$ cat src/sb_defines.svh
/*
 * sizes shared by the store write buffer for the queue, the tags,
 * the address and data paths and the 128-bit bus
 */
`ifndef SB_DEFINES_SVH
`define SB_DEFINES_SVH

// ========================================
// queue and tag sizes
// ========================================

// number of stores the write buffer can hold
`define SB_WB_DEPTH 7
// issue queue and reorder buffer slots that the one-hot tags range over
`define SB_QENTRIES 8
`define SB_RENTRIES 8
// binary tag widths as the ports deliver them
`define SB_QBITS 3
`define SB_RBITS 3

// ========================================
// address, data and bus widths
// ========================================

`define SB_AW 32
`define SB_DW 64
`define SB_SELW 8
`define SB_BUS_DW 128
`define SB_BUS_SELW 16
// the bus moves whole 16-byte lines and the line address starts at bit 4
`define SB_LINE_BYTES 16
`define SB_LINE_LSB 4

`endif

$ cat src/sb_bus_pkg.sv
/*
 * bus side types of the write buffer for the bus request, the bus
 * response and the fault codes reported when a store fails
 */
`include "sb_defines.svh"

package sb_bus_pkg;

	// one bus beat as the master drives it
	typedef struct packed {
		logic                    cyc;
		logic                    stb;
		logic                    we;
		// byte lanes of the 16-byte line
		logic [`SB_BUS_SELW-1:0] sel;
		// always line aligned
		logic [`SB_AW-1:0]       adr;
		logic [`SB_BUS_DW-1:0]   dat;
		logic [1:0]              ol;
	} bus_req_t;

	// any of these bits ends the current beat
	typedef struct packed {
		logic ack;
		logic err;
		logic tlbmiss;
		logic wrv;
	} bus_rsp_t;

	// fault codes in the width the exception logic expects
	typedef enum logic [7:0] {
		FLT_NONE = 8'h00,
		// data bus error
		FLT_DBE  = 8'h30,
		// the TLB had no translation for the line
		FLT_TLB  = 8'h31,
		// write to a protected page
		FLT_DWF  = 8'h32
	} fault_e;

endpackage

$ cat src/sb_store_pkg.sv
/*
 * store side types of the write buffer for port requests, queue entries,
 * completions and the failed store handed back to the cache
 */
`include "sb_defines.svh"

package sb_store_pkg;

	// a store as a load/store port presents it with binary tags
	typedef struct packed {
		logic [`SB_QBITS-1:0] id;
		logic [`SB_RBITS-1:0] rid;
		// privilege level of the issuing instruction
		logic                 ol;
		logic [`SB_SELW-1:0]  sel;
		logic [`SB_AW-1:0]    adr;
		logic [`SB_DW-1:0]    dat;
	} store_req_t;

	// one slot of the write buffer queue
	// the tags are one-hot here so that completion needs no decoder
	typedef struct packed {
		logic [`SB_QENTRIES-1:0] uid;
		logic [`SB_RENTRIES-1:0] ruid;
		// privilege level widened to the bus format
		logic [1:0]              ol;
		logic [`SB_SELW-1:0]     sel;
		logic [`SB_AW-1:0]       adr;
		logic [`SB_DW-1:0]       dat;
	} wb_entry_t;

	// completion of a store that the bus accepted
	typedef struct packed {
		logic [`SB_QENTRIES-1:0] uid;
		logic [`SB_RENTRIES-1:0] ruid;
	} store_done_t;

	// store that failed on the bus and goes back to the cache
	typedef struct packed {
		logic [`SB_SELW-1:0] sel;
		logic [`SB_AW-1:0]   adr;
		logic [`SB_DW-1:0]   dat;
	} cache_wr_t;

endpackage

$ cat src/store_buffer_top.sv
/*
 * store write buffer of the memory stage with intake, queue and bus master
 */
`include "sb_defines.svh"

module store_buffer_top import sb_store_pkg::*, sb_bus_pkg::*; (
	input  logic              clk_i,
	input  logic              rst_i,
	input  logic              enable_i,
	// store ports
	input  logic              p0_wr_i,
	input  store_req_t        p0_req_i,
	output logic              p0_ack_o,
	input  logic              p1_wr_i,
	input  store_req_t        p1_req_i,
	output logic              p1_ack_o,
	// load lookups
	input  logic [`SB_AW-1:0] p0_ld_adr_i,
	input  logic [`SB_AW-1:0] p1_ld_adr_i,
	output logic              p0_hit_o,
	output logic              p1_hit_o,
	// bus
	input  logic              bus_busy_i,
	input  bus_rsp_t          bus_rsp_i,
	output bus_req_t          bus_req_o,
	// completion and fault
	output logic              enabled_o,
	output logic              done_o,
	output store_done_t       done_info_o,
	output logic              fault_o,
	output fault_e            fault_code_o,
	output cache_wr_t         cache_wr_o
);

	logic      push;
	wb_entry_t entry;
	logic      full;
	logic      pop;
	logic      flush;
	logic      head_valid;
	wb_entry_t head;

	store_intake u_intake (
		.clk_i(clk_i), .rst_i(rst_i),
		.p0_wr_i(p0_wr_i), .p0_req_i(p0_req_i), .p0_ack_o(p0_ack_o),
		.p1_wr_i(p1_wr_i), .p1_req_i(p1_req_i), .p1_ack_o(p1_ack_o),
		.full_i(full), .enabled_i(enabled_o),
		.push_o(push), .entry_o(entry)
	);

	write_buffer_queue u_queue (
		.clk_i(clk_i), .rst_i(rst_i),
		.push_i(push), .entry_i(entry), .pop_i(pop), .flush_i(flush),
		.p0_ld_adr_i(p0_ld_adr_i), .p1_ld_adr_i(p1_ld_adr_i),
		.p0_hit_o(p0_hit_o), .p1_hit_o(p1_hit_o),
		.full_o(full), .head_valid_o(head_valid), .head_o(head)
	);

	store_bus_master u_master (
		.clk_i(clk_i), .rst_i(rst_i), .enable_i(enable_i),
		.head_valid_i(head_valid), .head_i(head),
		.bus_busy_i(bus_busy_i), .bus_rsp_i(bus_rsp_i), .bus_req_o(bus_req_o),
		.pop_o(pop), .flush_o(flush), .enabled_o(enabled_o),
		.done_o(done_o), .done_info_o(done_info_o),
		.fault_o(fault_o), .fault_code_o(fault_code_o), .cache_wr_o(cache_wr_o)
	);

endmodule

$ cat src/store_bus_master.sv
/*
 * bus master that drains the queue head onto the 128-bit bus in one or
 * two beats, retires it with a completion and handles store faults
 */
`include "sb_defines.svh"

module store_bus_master import sb_store_pkg::*, sb_bus_pkg::*; (
	input  logic        clk_i,
	input  logic        rst_i,
	input  logic        enable_i,
	input  logic        head_valid_i,
	input  wb_entry_t   head_i,
	input  logic        bus_busy_i,
	input  bus_rsp_t    bus_rsp_i,
	output bus_req_t    bus_req_o,
	output logic        pop_o,
	output logic        flush_o,
	output logic        enabled_o,
	output logic        done_o,
	output store_done_t done_info_o,
	output logic        fault_o,
	output fault_e      fault_code_o,
	output cache_wr_t   cache_wr_o
);

	typedef enum logic [1:0] {IDLE, ACK1, BEAT2, ACK2} state_e;

	state_e                      state;
	logic [`SB_LINE_LSB-1:0]     off;
	logic [2*`SB_BUS_SELW-1:0]   sel_shift;
	logic [2*`SB_BUS_DW-1:0]     dat_shift;
	// lanes and data left over for the next line
	logic [`SB_BUS_SELW-1:0]     sel_hi;
	logic [`SB_BUS_DW-1:0]       dat_hi;
	logic                        rsp_any;
	logic                        rsp_flt;
	logic                        start;
	logic                        ending;
	fault_e                      flt_code;

	// ========================================
	// lane alignment of the head store
	// ========================================

	// the byte offset in the line moves both the selects and the data
	// and whatever spills past lane 15 belongs to the next line
	assign off = head_i.adr[`SB_LINE_LSB-1:0];
	assign sel_shift = {{(2*`SB_BUS_SELW-`SB_SELW){1'b0}}, head_i.sel} << off;
	assign dat_shift = {{(2*`SB_BUS_DW-`SB_DW){1'b0}}, head_i.dat} << {off, 3'b000};

	assign rsp_any = bus_rsp_i.ack | bus_rsp_i.err | bus_rsp_i.tlbmiss | bus_rsp_i.wrv;
	assign rsp_flt = bus_rsp_i.err | bus_rsp_i.tlbmiss | bus_rsp_i.wrv;

	// the queue acts on pop or flush one edge late, so the head is stale
	// in the cycle after either of them
	assign start = head_valid_i & ~bus_busy_i & ~pop_o & ~flush_o;

	// a response ends the store unless a clean first beat has a second one due
	assign ending = rsp_any & ((state == ACK2) ||
		(state == ACK1 && (rsp_flt || sel_hi == '0)));

	// when several fault bits come together a TLB miss wins over a write
	// violation, which wins over a plain bus error
	always_comb begin
		if (bus_rsp_i.tlbmiss)
			flt_code = FLT_TLB;
		else if (bus_rsp_i.wrv)
			flt_code = FLT_DWF;
		else if (bus_rsp_i.err)
			flt_code = FLT_DBE;
		else
			flt_code = FLT_NONE;
	end

	// ========================================
	// bus FSM
	// ========================================

	always_ff @(posedge clk_i) begin
		if (rst_i) begin
			state <= IDLE;
			bus_req_o.cyc <= 1'b0;
			bus_req_o.stb <= 1'b0;
			bus_req_o.we <= 1'b0;
			pop_o <= 1'b0;
			flush_o <= 1'b0;
			done_o <= 1'b0;
			fault_o <= 1'b0;
			enabled_o <= 1'b1;
			fault_code_o <= FLT_NONE;
		end else begin
			pop_o <= 1'b0;
			flush_o <= 1'b0;
			done_o <= 1'b0;
			fault_o <= 1'b0;
			if (enable_i)
				enabled_o <= 1'b1;
			case (state)
				IDLE: if (start) begin
					bus_req_o.cyc <= 1'b1;
					bus_req_o.stb <= 1'b1;
					bus_req_o.we <= 1'b1;
					bus_req_o.sel <= sel_shift[`SB_BUS_SELW-1:0];
					bus_req_o.adr <= {head_i.adr[`SB_AW-1:`SB_LINE_LSB], {`SB_LINE_LSB{1'b0}}};
					bus_req_o.dat <= dat_shift[`SB_BUS_DW-1:0];
					bus_req_o.ol <= head_i.ol;
					sel_hi <= sel_shift[2*`SB_BUS_SELW-1:`SB_BUS_SELW];
					dat_hi <= dat_shift[2*`SB_BUS_DW-1:`SB_BUS_DW];
					state <= ACK1;
				end
				ACK1: if (rsp_any) begin
					// stb drops for one cycle even when the line continues
					bus_req_o.stb <= 1'b0;
					state <= ending ? IDLE : BEAT2;
				end
				BEAT2: begin
					bus_req_o.stb <= 1'b1;
					bus_req_o.sel <= sel_hi;
					bus_req_o.adr <= bus_req_o.adr + `SB_AW'(`SB_LINE_BYTES);
					bus_req_o.dat <= dat_hi;
					state <= ACK2;
				end
				ACK2: if (rsp_any) begin
					bus_req_o.stb <= 1'b0;
					state <= IDLE;
				end
				default: state <= IDLE;
			endcase

			// the head is still in slot 0 here, so its tags and payload are read directly
			if (ending) begin
				bus_req_o.cyc <= 1'b0;
				bus_req_o.we <= 1'b0;
				bus_req_o.sel <= '0;
				if (rsp_flt) begin
					// drop every queued store and refuse new ones until enable_i
					flush_o <= 1'b1;
					fault_o <= 1'b1;
					enabled_o <= 1'b0;
					fault_code_o <= flt_code;
					cache_wr_o.sel <= head_i.sel;
					cache_wr_o.adr <= head_i.adr;
					cache_wr_o.dat <= head_i.dat;
				end else begin
					pop_o <= 1'b1;
					done_o <= 1'b1;
					done_info_o.uid <= head_i.uid;
					done_info_o.ruid <= head_i.ruid;
				end
			end
		end
	end

	// the strobe is only meaningful inside a bus cycle
	a_stb_in_cyc: assert property (@(posedge clk_i) disable iff (rst_i)
		bus_req_o.stb |-> bus_req_o.cyc)
		else $error("store_bus_master: stb without cyc");

endmodule

$ cat src/store_intake.sv
/*
 * store intake that takes one store at a time from the two ports,
 * acks it and pushes it into the write buffer queue with one-hot tags
 */
module store_intake import sb_store_pkg::*; (
	input  logic       clk_i,
	input  logic       rst_i,
	input  logic       p0_wr_i,
	input  store_req_t p0_req_i,
	output logic       p0_ack_o,
	input  logic       p1_wr_i,
	input  store_req_t p1_req_i,
	output logic       p1_ack_o,
	input  logic       full_i,
	input  logic       enabled_i,
	output logic       push_o,
	output wb_entry_t  entry_o
);

	logic       p0_want;
	logic       p1_want;
	logic       take;
	store_req_t pick;
	wb_entry_t  conv;

	// a port whose ack is still high is about to drop its request
	assign p0_want = p0_wr_i & ~p0_ack_o;
	assign p1_want = p1_wr_i & ~p1_ack_o;

	// the queue counts a push only on the edge after push_o rises
	// so a gap cycle follows each push and full_i is current when read
	assign take = (p0_want | p1_want) & enabled_i & ~full_i & ~push_o;

	// p0 wins when both ports ask in the same cycle
	assign pick = p0_want ? p0_req_i : p1_req_i;

	// binary tags become one-hot and ol is widened for the bus
	always_comb begin
		conv = '0;
		conv.uid[pick.id] = 1'b1;
		conv.ruid[pick.rid] = 1'b1;
		conv.ol = {1'b0, pick.ol};
		conv.sel = pick.sel;
		conv.adr = pick.adr;
		conv.dat = pick.dat;
	end

	// ack and push leave on the same edge
	always_ff @(posedge clk_i) begin
		if (rst_i) begin
			push_o <= 1'b0;
			p0_ack_o <= 1'b0;
			p1_ack_o <= 1'b0;
		end else begin
			push_o <= take;
			p0_ack_o <= take & p0_want;
			p1_ack_o <= take & ~p0_want;
		end
	end

	always_ff @(posedge clk_i) begin
		if (take)
			entry_o <= conv;
	end

	// the pushed store must always find a free slot in the queue
	a_push_not_full: assert property (@(posedge clk_i) disable iff (rst_i)
		push_o |-> !full_i)
		else $error("store_intake: push while the queue is full");

endmodule

$ cat src/write_buffer_queue.sv
/*
 * in-order store queue built as a shift register, with the head for the
 * bus master, a full flag for the intake and line hits for the loads
 */
`include "sb_defines.svh"

module write_buffer_queue import sb_store_pkg::*; (
	input  logic              clk_i,
	input  logic              rst_i,
	input  logic              push_i,
	input  wb_entry_t         entry_i,
	input  logic              pop_i,
	input  logic              flush_i,
	input  logic [`SB_AW-1:0] p0_ld_adr_i,
	input  logic [`SB_AW-1:0] p1_ld_adr_i,
	output logic              p0_hit_o,
	output logic              p1_hit_o,
	output logic              full_o,
	output logic              head_valid_o,
	output wb_entry_t         head_o
);

	localparam int DEPTH = `SB_WB_DEPTH;
	localparam int PW = $clog2(DEPTH + 1);

	// slot 0 is always the oldest store
	wb_entry_t        q [DEPTH];
	logic [DEPTH-1:0] v;
	// first free slot, equal to the number of stores held
	logic [PW-1:0]    wr_ptr;
	// slot the pushed store lands in once a pop in the same cycle shifts
	logic [PW-1:0]    ins_ptr;

	assign ins_ptr = pop_i ? wr_ptr - PW'(1) : wr_ptr;

	// ========================================
	// control state
	// ========================================

	// a flush drops every store, and a push in that cycle goes with them
	always_ff @(posedge clk_i) begin
		if (rst_i || flush_i) begin
			v <= '0;
			wr_ptr <= '0;
		end else begin
			// shift the valid bits first so that a push into the freed
			// slot overrides the bit that shifted in
			if (pop_i)
				v <= {1'b0, v[DEPTH-1:1]};
			if (push_i)
				v[ins_ptr] <= 1'b1;
			wr_ptr <= wr_ptr + PW'(push_i) - PW'(pop_i);
		end
	end

	// ========================================
	// store slots
	// ========================================

	always_ff @(posedge clk_i) begin
		if (pop_i) begin
			for (int i = 0; i < DEPTH - 1; i++)
				q[i] <= q[i + 1];
		end
		if (push_i)
			q[ins_ptr] <= entry_i;
	end

	assign full_o = (wr_ptr == PW'(DEPTH));
	assign head_valid_o = v[0];
	assign head_o = q[0];

	// ========================================
	// load hit detection
	// ========================================

	// a load whose line still has a store pending must wait for the bus
	// so the cache is not read before the store lands
	always_comb begin
		p0_hit_o = 1'b0;
		p1_hit_o = 1'b0;
		for (int i = 0; i < DEPTH; i++) begin
			if (v[i] && q[i].adr[`SB_AW-1:`SB_LINE_LSB] ==
					p0_ld_adr_i[`SB_AW-1:`SB_LINE_LSB])
				p0_hit_o = 1'b1;
			if (v[i] && q[i].adr[`SB_AW-1:`SB_LINE_LSB] ==
					p1_ld_adr_i[`SB_AW-1:`SB_LINE_LSB])
				p1_hit_o = 1'b1;
		end
	end

	// the bus master only retires a store it took from a valid head
	a_pop_not_empty: assert property (@(posedge clk_i) disable iff (rst_i)
		pop_i |-> v[0])
		else $error("write_buffer_queue: pop from an empty queue");

endmodule
$ cat config.mk
export PLATFORM = sky130hd
export DESIGN_NAME = store_buffer_top
export DESIGN_NICKNAME = d
export VERILOG_FILES = /design/src/sb_bus_pkg.sv /design/src/sb_store_pkg.sv /design/src/store_buffer_top.sv /design/src/store_bus_master.sv /design/src/store_intake.sv /design/src/write_buffer_queue.sv
export VERILOG_INCLUDE_DIRS = /design/src
export SDC_FILE = /design/constraint.sdc
export NUM_CORES = 2
export LEC_CHECK = 0
export ABC_AREA = 0
export BUFFER_PORTS_ARGS = -buffer_cell sky130_fd_sc_hd__buf_2
export CAP_MARGIN = 20
export CORE_MARGIN = 1.5
export CORE_UTILIZATION = 55
export CTS_CLUSTER_SIZE = 25
export DETAILED_ROUTE_END_ITERATION = 12
export PLACE_DENSITY = 0.83
export SETUP_SLACK_MARGIN = 0.15
export SYNTH_ARGS = -nofsm -noshare
export SYNTH_HDL_FRONTEND = slang
export SYNTH_SLANG_ARGS = --single-unit
$ cat constraint.sdc
create_clock -name clk_i -period 20.8 [get_ports clk_i]
set_input_delay 1.04 -clock clk_i [delete_from_list [all_inputs] [get_ports clk_i]]
set_output_delay 1.04 -clock clk_i [all_outputs]
set_load 0.01 [all_outputs]
==> metrics.txt <==
Avg Inst Size Synth=15.9 µm²; WL final=172 mm; Root Buffer=clkbuf_16; # IOs=just over 600; setup_tns=0 ns; Final ANT Viol Nets=0; R2R Setup Slk=16.26 ns; hold depth=0; hpwl dp=118 mm; Worst-Skew Late Latency=0.77 ns; crit path launch type=flop; VDD IR-drop max=between 0.00007 and 0.00008 V; chip width=about 340 µm; Site Rows=121; P&R area growth vs syn=14.7%; drt drc=0; # fillers=7776; Post-synth top flop=edfxtp_1; CTS Buf Count=140; Cell Area, Synth=approximately 60000 µm²; area of the core=~110000 µm²; die height=~340 µm; Register-to-Register Path Depth=8; max frequency=roughly 220 MHz; post-CTS sizing=0; maximum capacitance violations=0; die area=112000 µm²; status=finished, final reports clean; WL/cell=between 20 and 30 µm; via count=36700; cells after synthesis=3819; Critical Path RT=21.18 ns; worst-case clock buffer depth=3; Pre-antenna DRT Iters=6; largest net degree at the start of global routing=149; Placer Congestion=0.960; #FFs+latches synth=about 1300; Power Total=between 6 and 7 mW; TritonCTS clock tree=built; part of the cycle the worst path needs=21.8%; # port buffers=between 500 and 600; P per Cell Area=approximately 90 nW/µm²; max_slew headroom=24.8%; Final #Nets=approximately 4700; CP Class=flop to flop; design area=69700 µm²; Yosys top cell area share=65.4%; final hold viol count=0; initial cell density of the core=a little under three fifths; Hold WS=0.420 ns; HP Class=flop to flop; # Post-CTS Setup Buffers=0; maximum fanout along the worst path=57; Worst Skew=0.0383 ns; sequential element share of the synthesized area=66.2%; DP Area=between 60000 and 70000 µm²; Pins Over Slew Limit=0; vias in the first global route=35600; CTS clk-pin slew, worst paths=about 0.06 ns; number of synthesized flops with an enable pin=1324; actual slew at the worst max-slew pin=1.13 ns; htree depth=4; clock sink count=roughly 1300; global-route wire length before repair=246 mm; Async S/R FF share, synth=0%; final setup fails=0; RSZ-0062 raised after global routing=no; Area contributors post-synth=edfxtp_1, mux2_2, xnor2_1, mux2i_1, mux2_4; post-synth cell types=62; Leakage=24.2 nW; CTS Hold Bufs=0; Synth area leader=edfxtp_1; Worst EP arrival=just under 5 ns; total track usage=between 30% and 40%; min Tclk post-route=roughly 4.5 ns; DR vias/cell=6.16; initial antenna violation count=13; layout cells sized above 1=38.9%; DRT iter0 DRCs=4480; total grt overflow=0; CP Capture Type=flop; synth warn=0
==> worst paths after layout <==
| path | start | end |
|---|---|---|
| min | u_queue.q[0][121] | u_master.done_info_o[15] |
| max | u_master.pop_o | u_queue.q[2][83] |
| min reg2reg | u_queue.q[0][121] | u_master.done_info_o[15] |
| max reg2reg | u_master.pop_o | u_queue.q[2][83] |
==> layout by cell type, fill, tap and decap left out, drive strengths merged, types with 8 or more instances in the layout <==
| master | n |
|---|---|
| clkbuf | 173 |
| o22ai | 27 |
| inv | 32 |
| dfxtp | 23 |
| o21ai | 88 |
| mux2 | 867 |
| and3 | 18 |
| mux2i | 104 |
| a21oi | 46 |
| nor4 | 36 |
| bufinv | 13 |
| clkinv | 56 |
| buf | 644 |
| o22a | 16 |
| nand2 | 119 |
| conb | 9 |
| xnor2 | 385 |
| o2bb2ai | 17 |
| nand3 | 52 |
| and2 | 13 |
| nand4 | 92 |
| nor2 | 150 |
| a22oi | 23 |
| edfxtp | 1324 |
| a22o | 29 |
| xor2 | 32 |
| a2bb2oi | 8 |
| a31oi | 10 |
| nor3 | 18 |
==> registers in the layout (all words and copies together), names as in the netlist, 7 cells and up <==
register and flops:
u_queue.v 7, u_master.done_info_o 16, u_master.dat_hi 56, u_queue.q 847
u_master.bus_req_o 175, u_master.sel_hi 7, u_master.cache_wr_o 104, u_intake.entry_o 121
==> Yosys cell counts, drive strengths merged (6+ instances only) <==
| library cell | number |
|---|---|
| o2bb2ai | 17 |
| clkbuf | 120 |
| xor2 | 32 |
| a22oi | 23 |
| a2bb2oi | 8 |
| nor2b | 6 |
| edfxtp | 1324 |
| o22ai | 27 |
| inv | 26 |
| nor2 | 150 |
| o21ai | 88 |
| mux2i | 104 |
| nand3 | 52 |
| a21oi | 46 |
| and3 | 18 |
| nand2 | 119 |
| dfxtp | 23 |
| nor4 | 36 |
| mux2 | 867 |
| buf | 123 |
| o22a | 16 |
| xnor2 | 385 |
| a22o | 29 |
| nor3 | 18 |
| and2 | 13 |
| a31oi | 10 |
| nand4 | 92 |
==> stage by stage <==
step	setup slack (ns)	instances	util (%)
2_1_floorplan	6.00	3827	-
3_3_place_gp	16.33	5702	59.5
3_5_place_dp	16.23	5704	59.5
4_1_cts	16.17	5958	63.8
5_1_grt	16.06	5964	63.8
6_report	16.26	5965	63.8
==> report_power, final <==
group | internal (mW) | leakage (nW) | switching [mW]
combinational | 0.237 | 9.59 | 0.382
sequential | 3.14 | 12.3 | 0.159
clock | 1.45 | 2.25 | 1.08
total | 4.82 | 24.2 | 1.62
==> logic make-up after synthesis <==
kind of cell               count (synthesis)  synth area share (%)
muxes                                    973                  18.3
buffers and inverters                    269                  2.10
AOI/OAI and AO/OA                        278                  2.97
DFF                                     1347                  66.2
xor gates and xnor gates                 417                  6.01
other                                      1               0.00617
adders and majority gates                  6                 0.136
and+or+nand+nor                          528                  4.30
==> critical path, cell delays in order (launching register included) <==
cell     delay, ns
dfxtp_1       0.32
buf_4         0.28
inv_4         0.16
mux2_4        0.38
nor2_1        0.32
nand3_4       0.56
nand2_4       0.63
buf_4         0.79
buf_4         0.61
==> metal layers <==
metal	part of all wire [%]	GRT usage, %	up-vias	wire length (µm)
met5	0.0070	0	-	12
li1	-	-	15700	-
met4	4.9	14.3	2	8390
met1	40	41.5	18500	68100
met3	9.3	5.64	418	16000
met2	46	47.0	2103	79500
==> layout make-up <==
class	count	area, µm²	share of cell area (%)
antenna	7	17.5	0.0251
multi-input combinational	2211	19400	27.9
clock buffer	173	3710	5.33
sequential	1347	40200	57.7
inverter	26	105	0.151
tap	1476	1850	2.65
timing repair buffer	644	3380	4.85
clock inverter	81	947	1.36
Note: power is estimated with default switching activity, not from simulation.
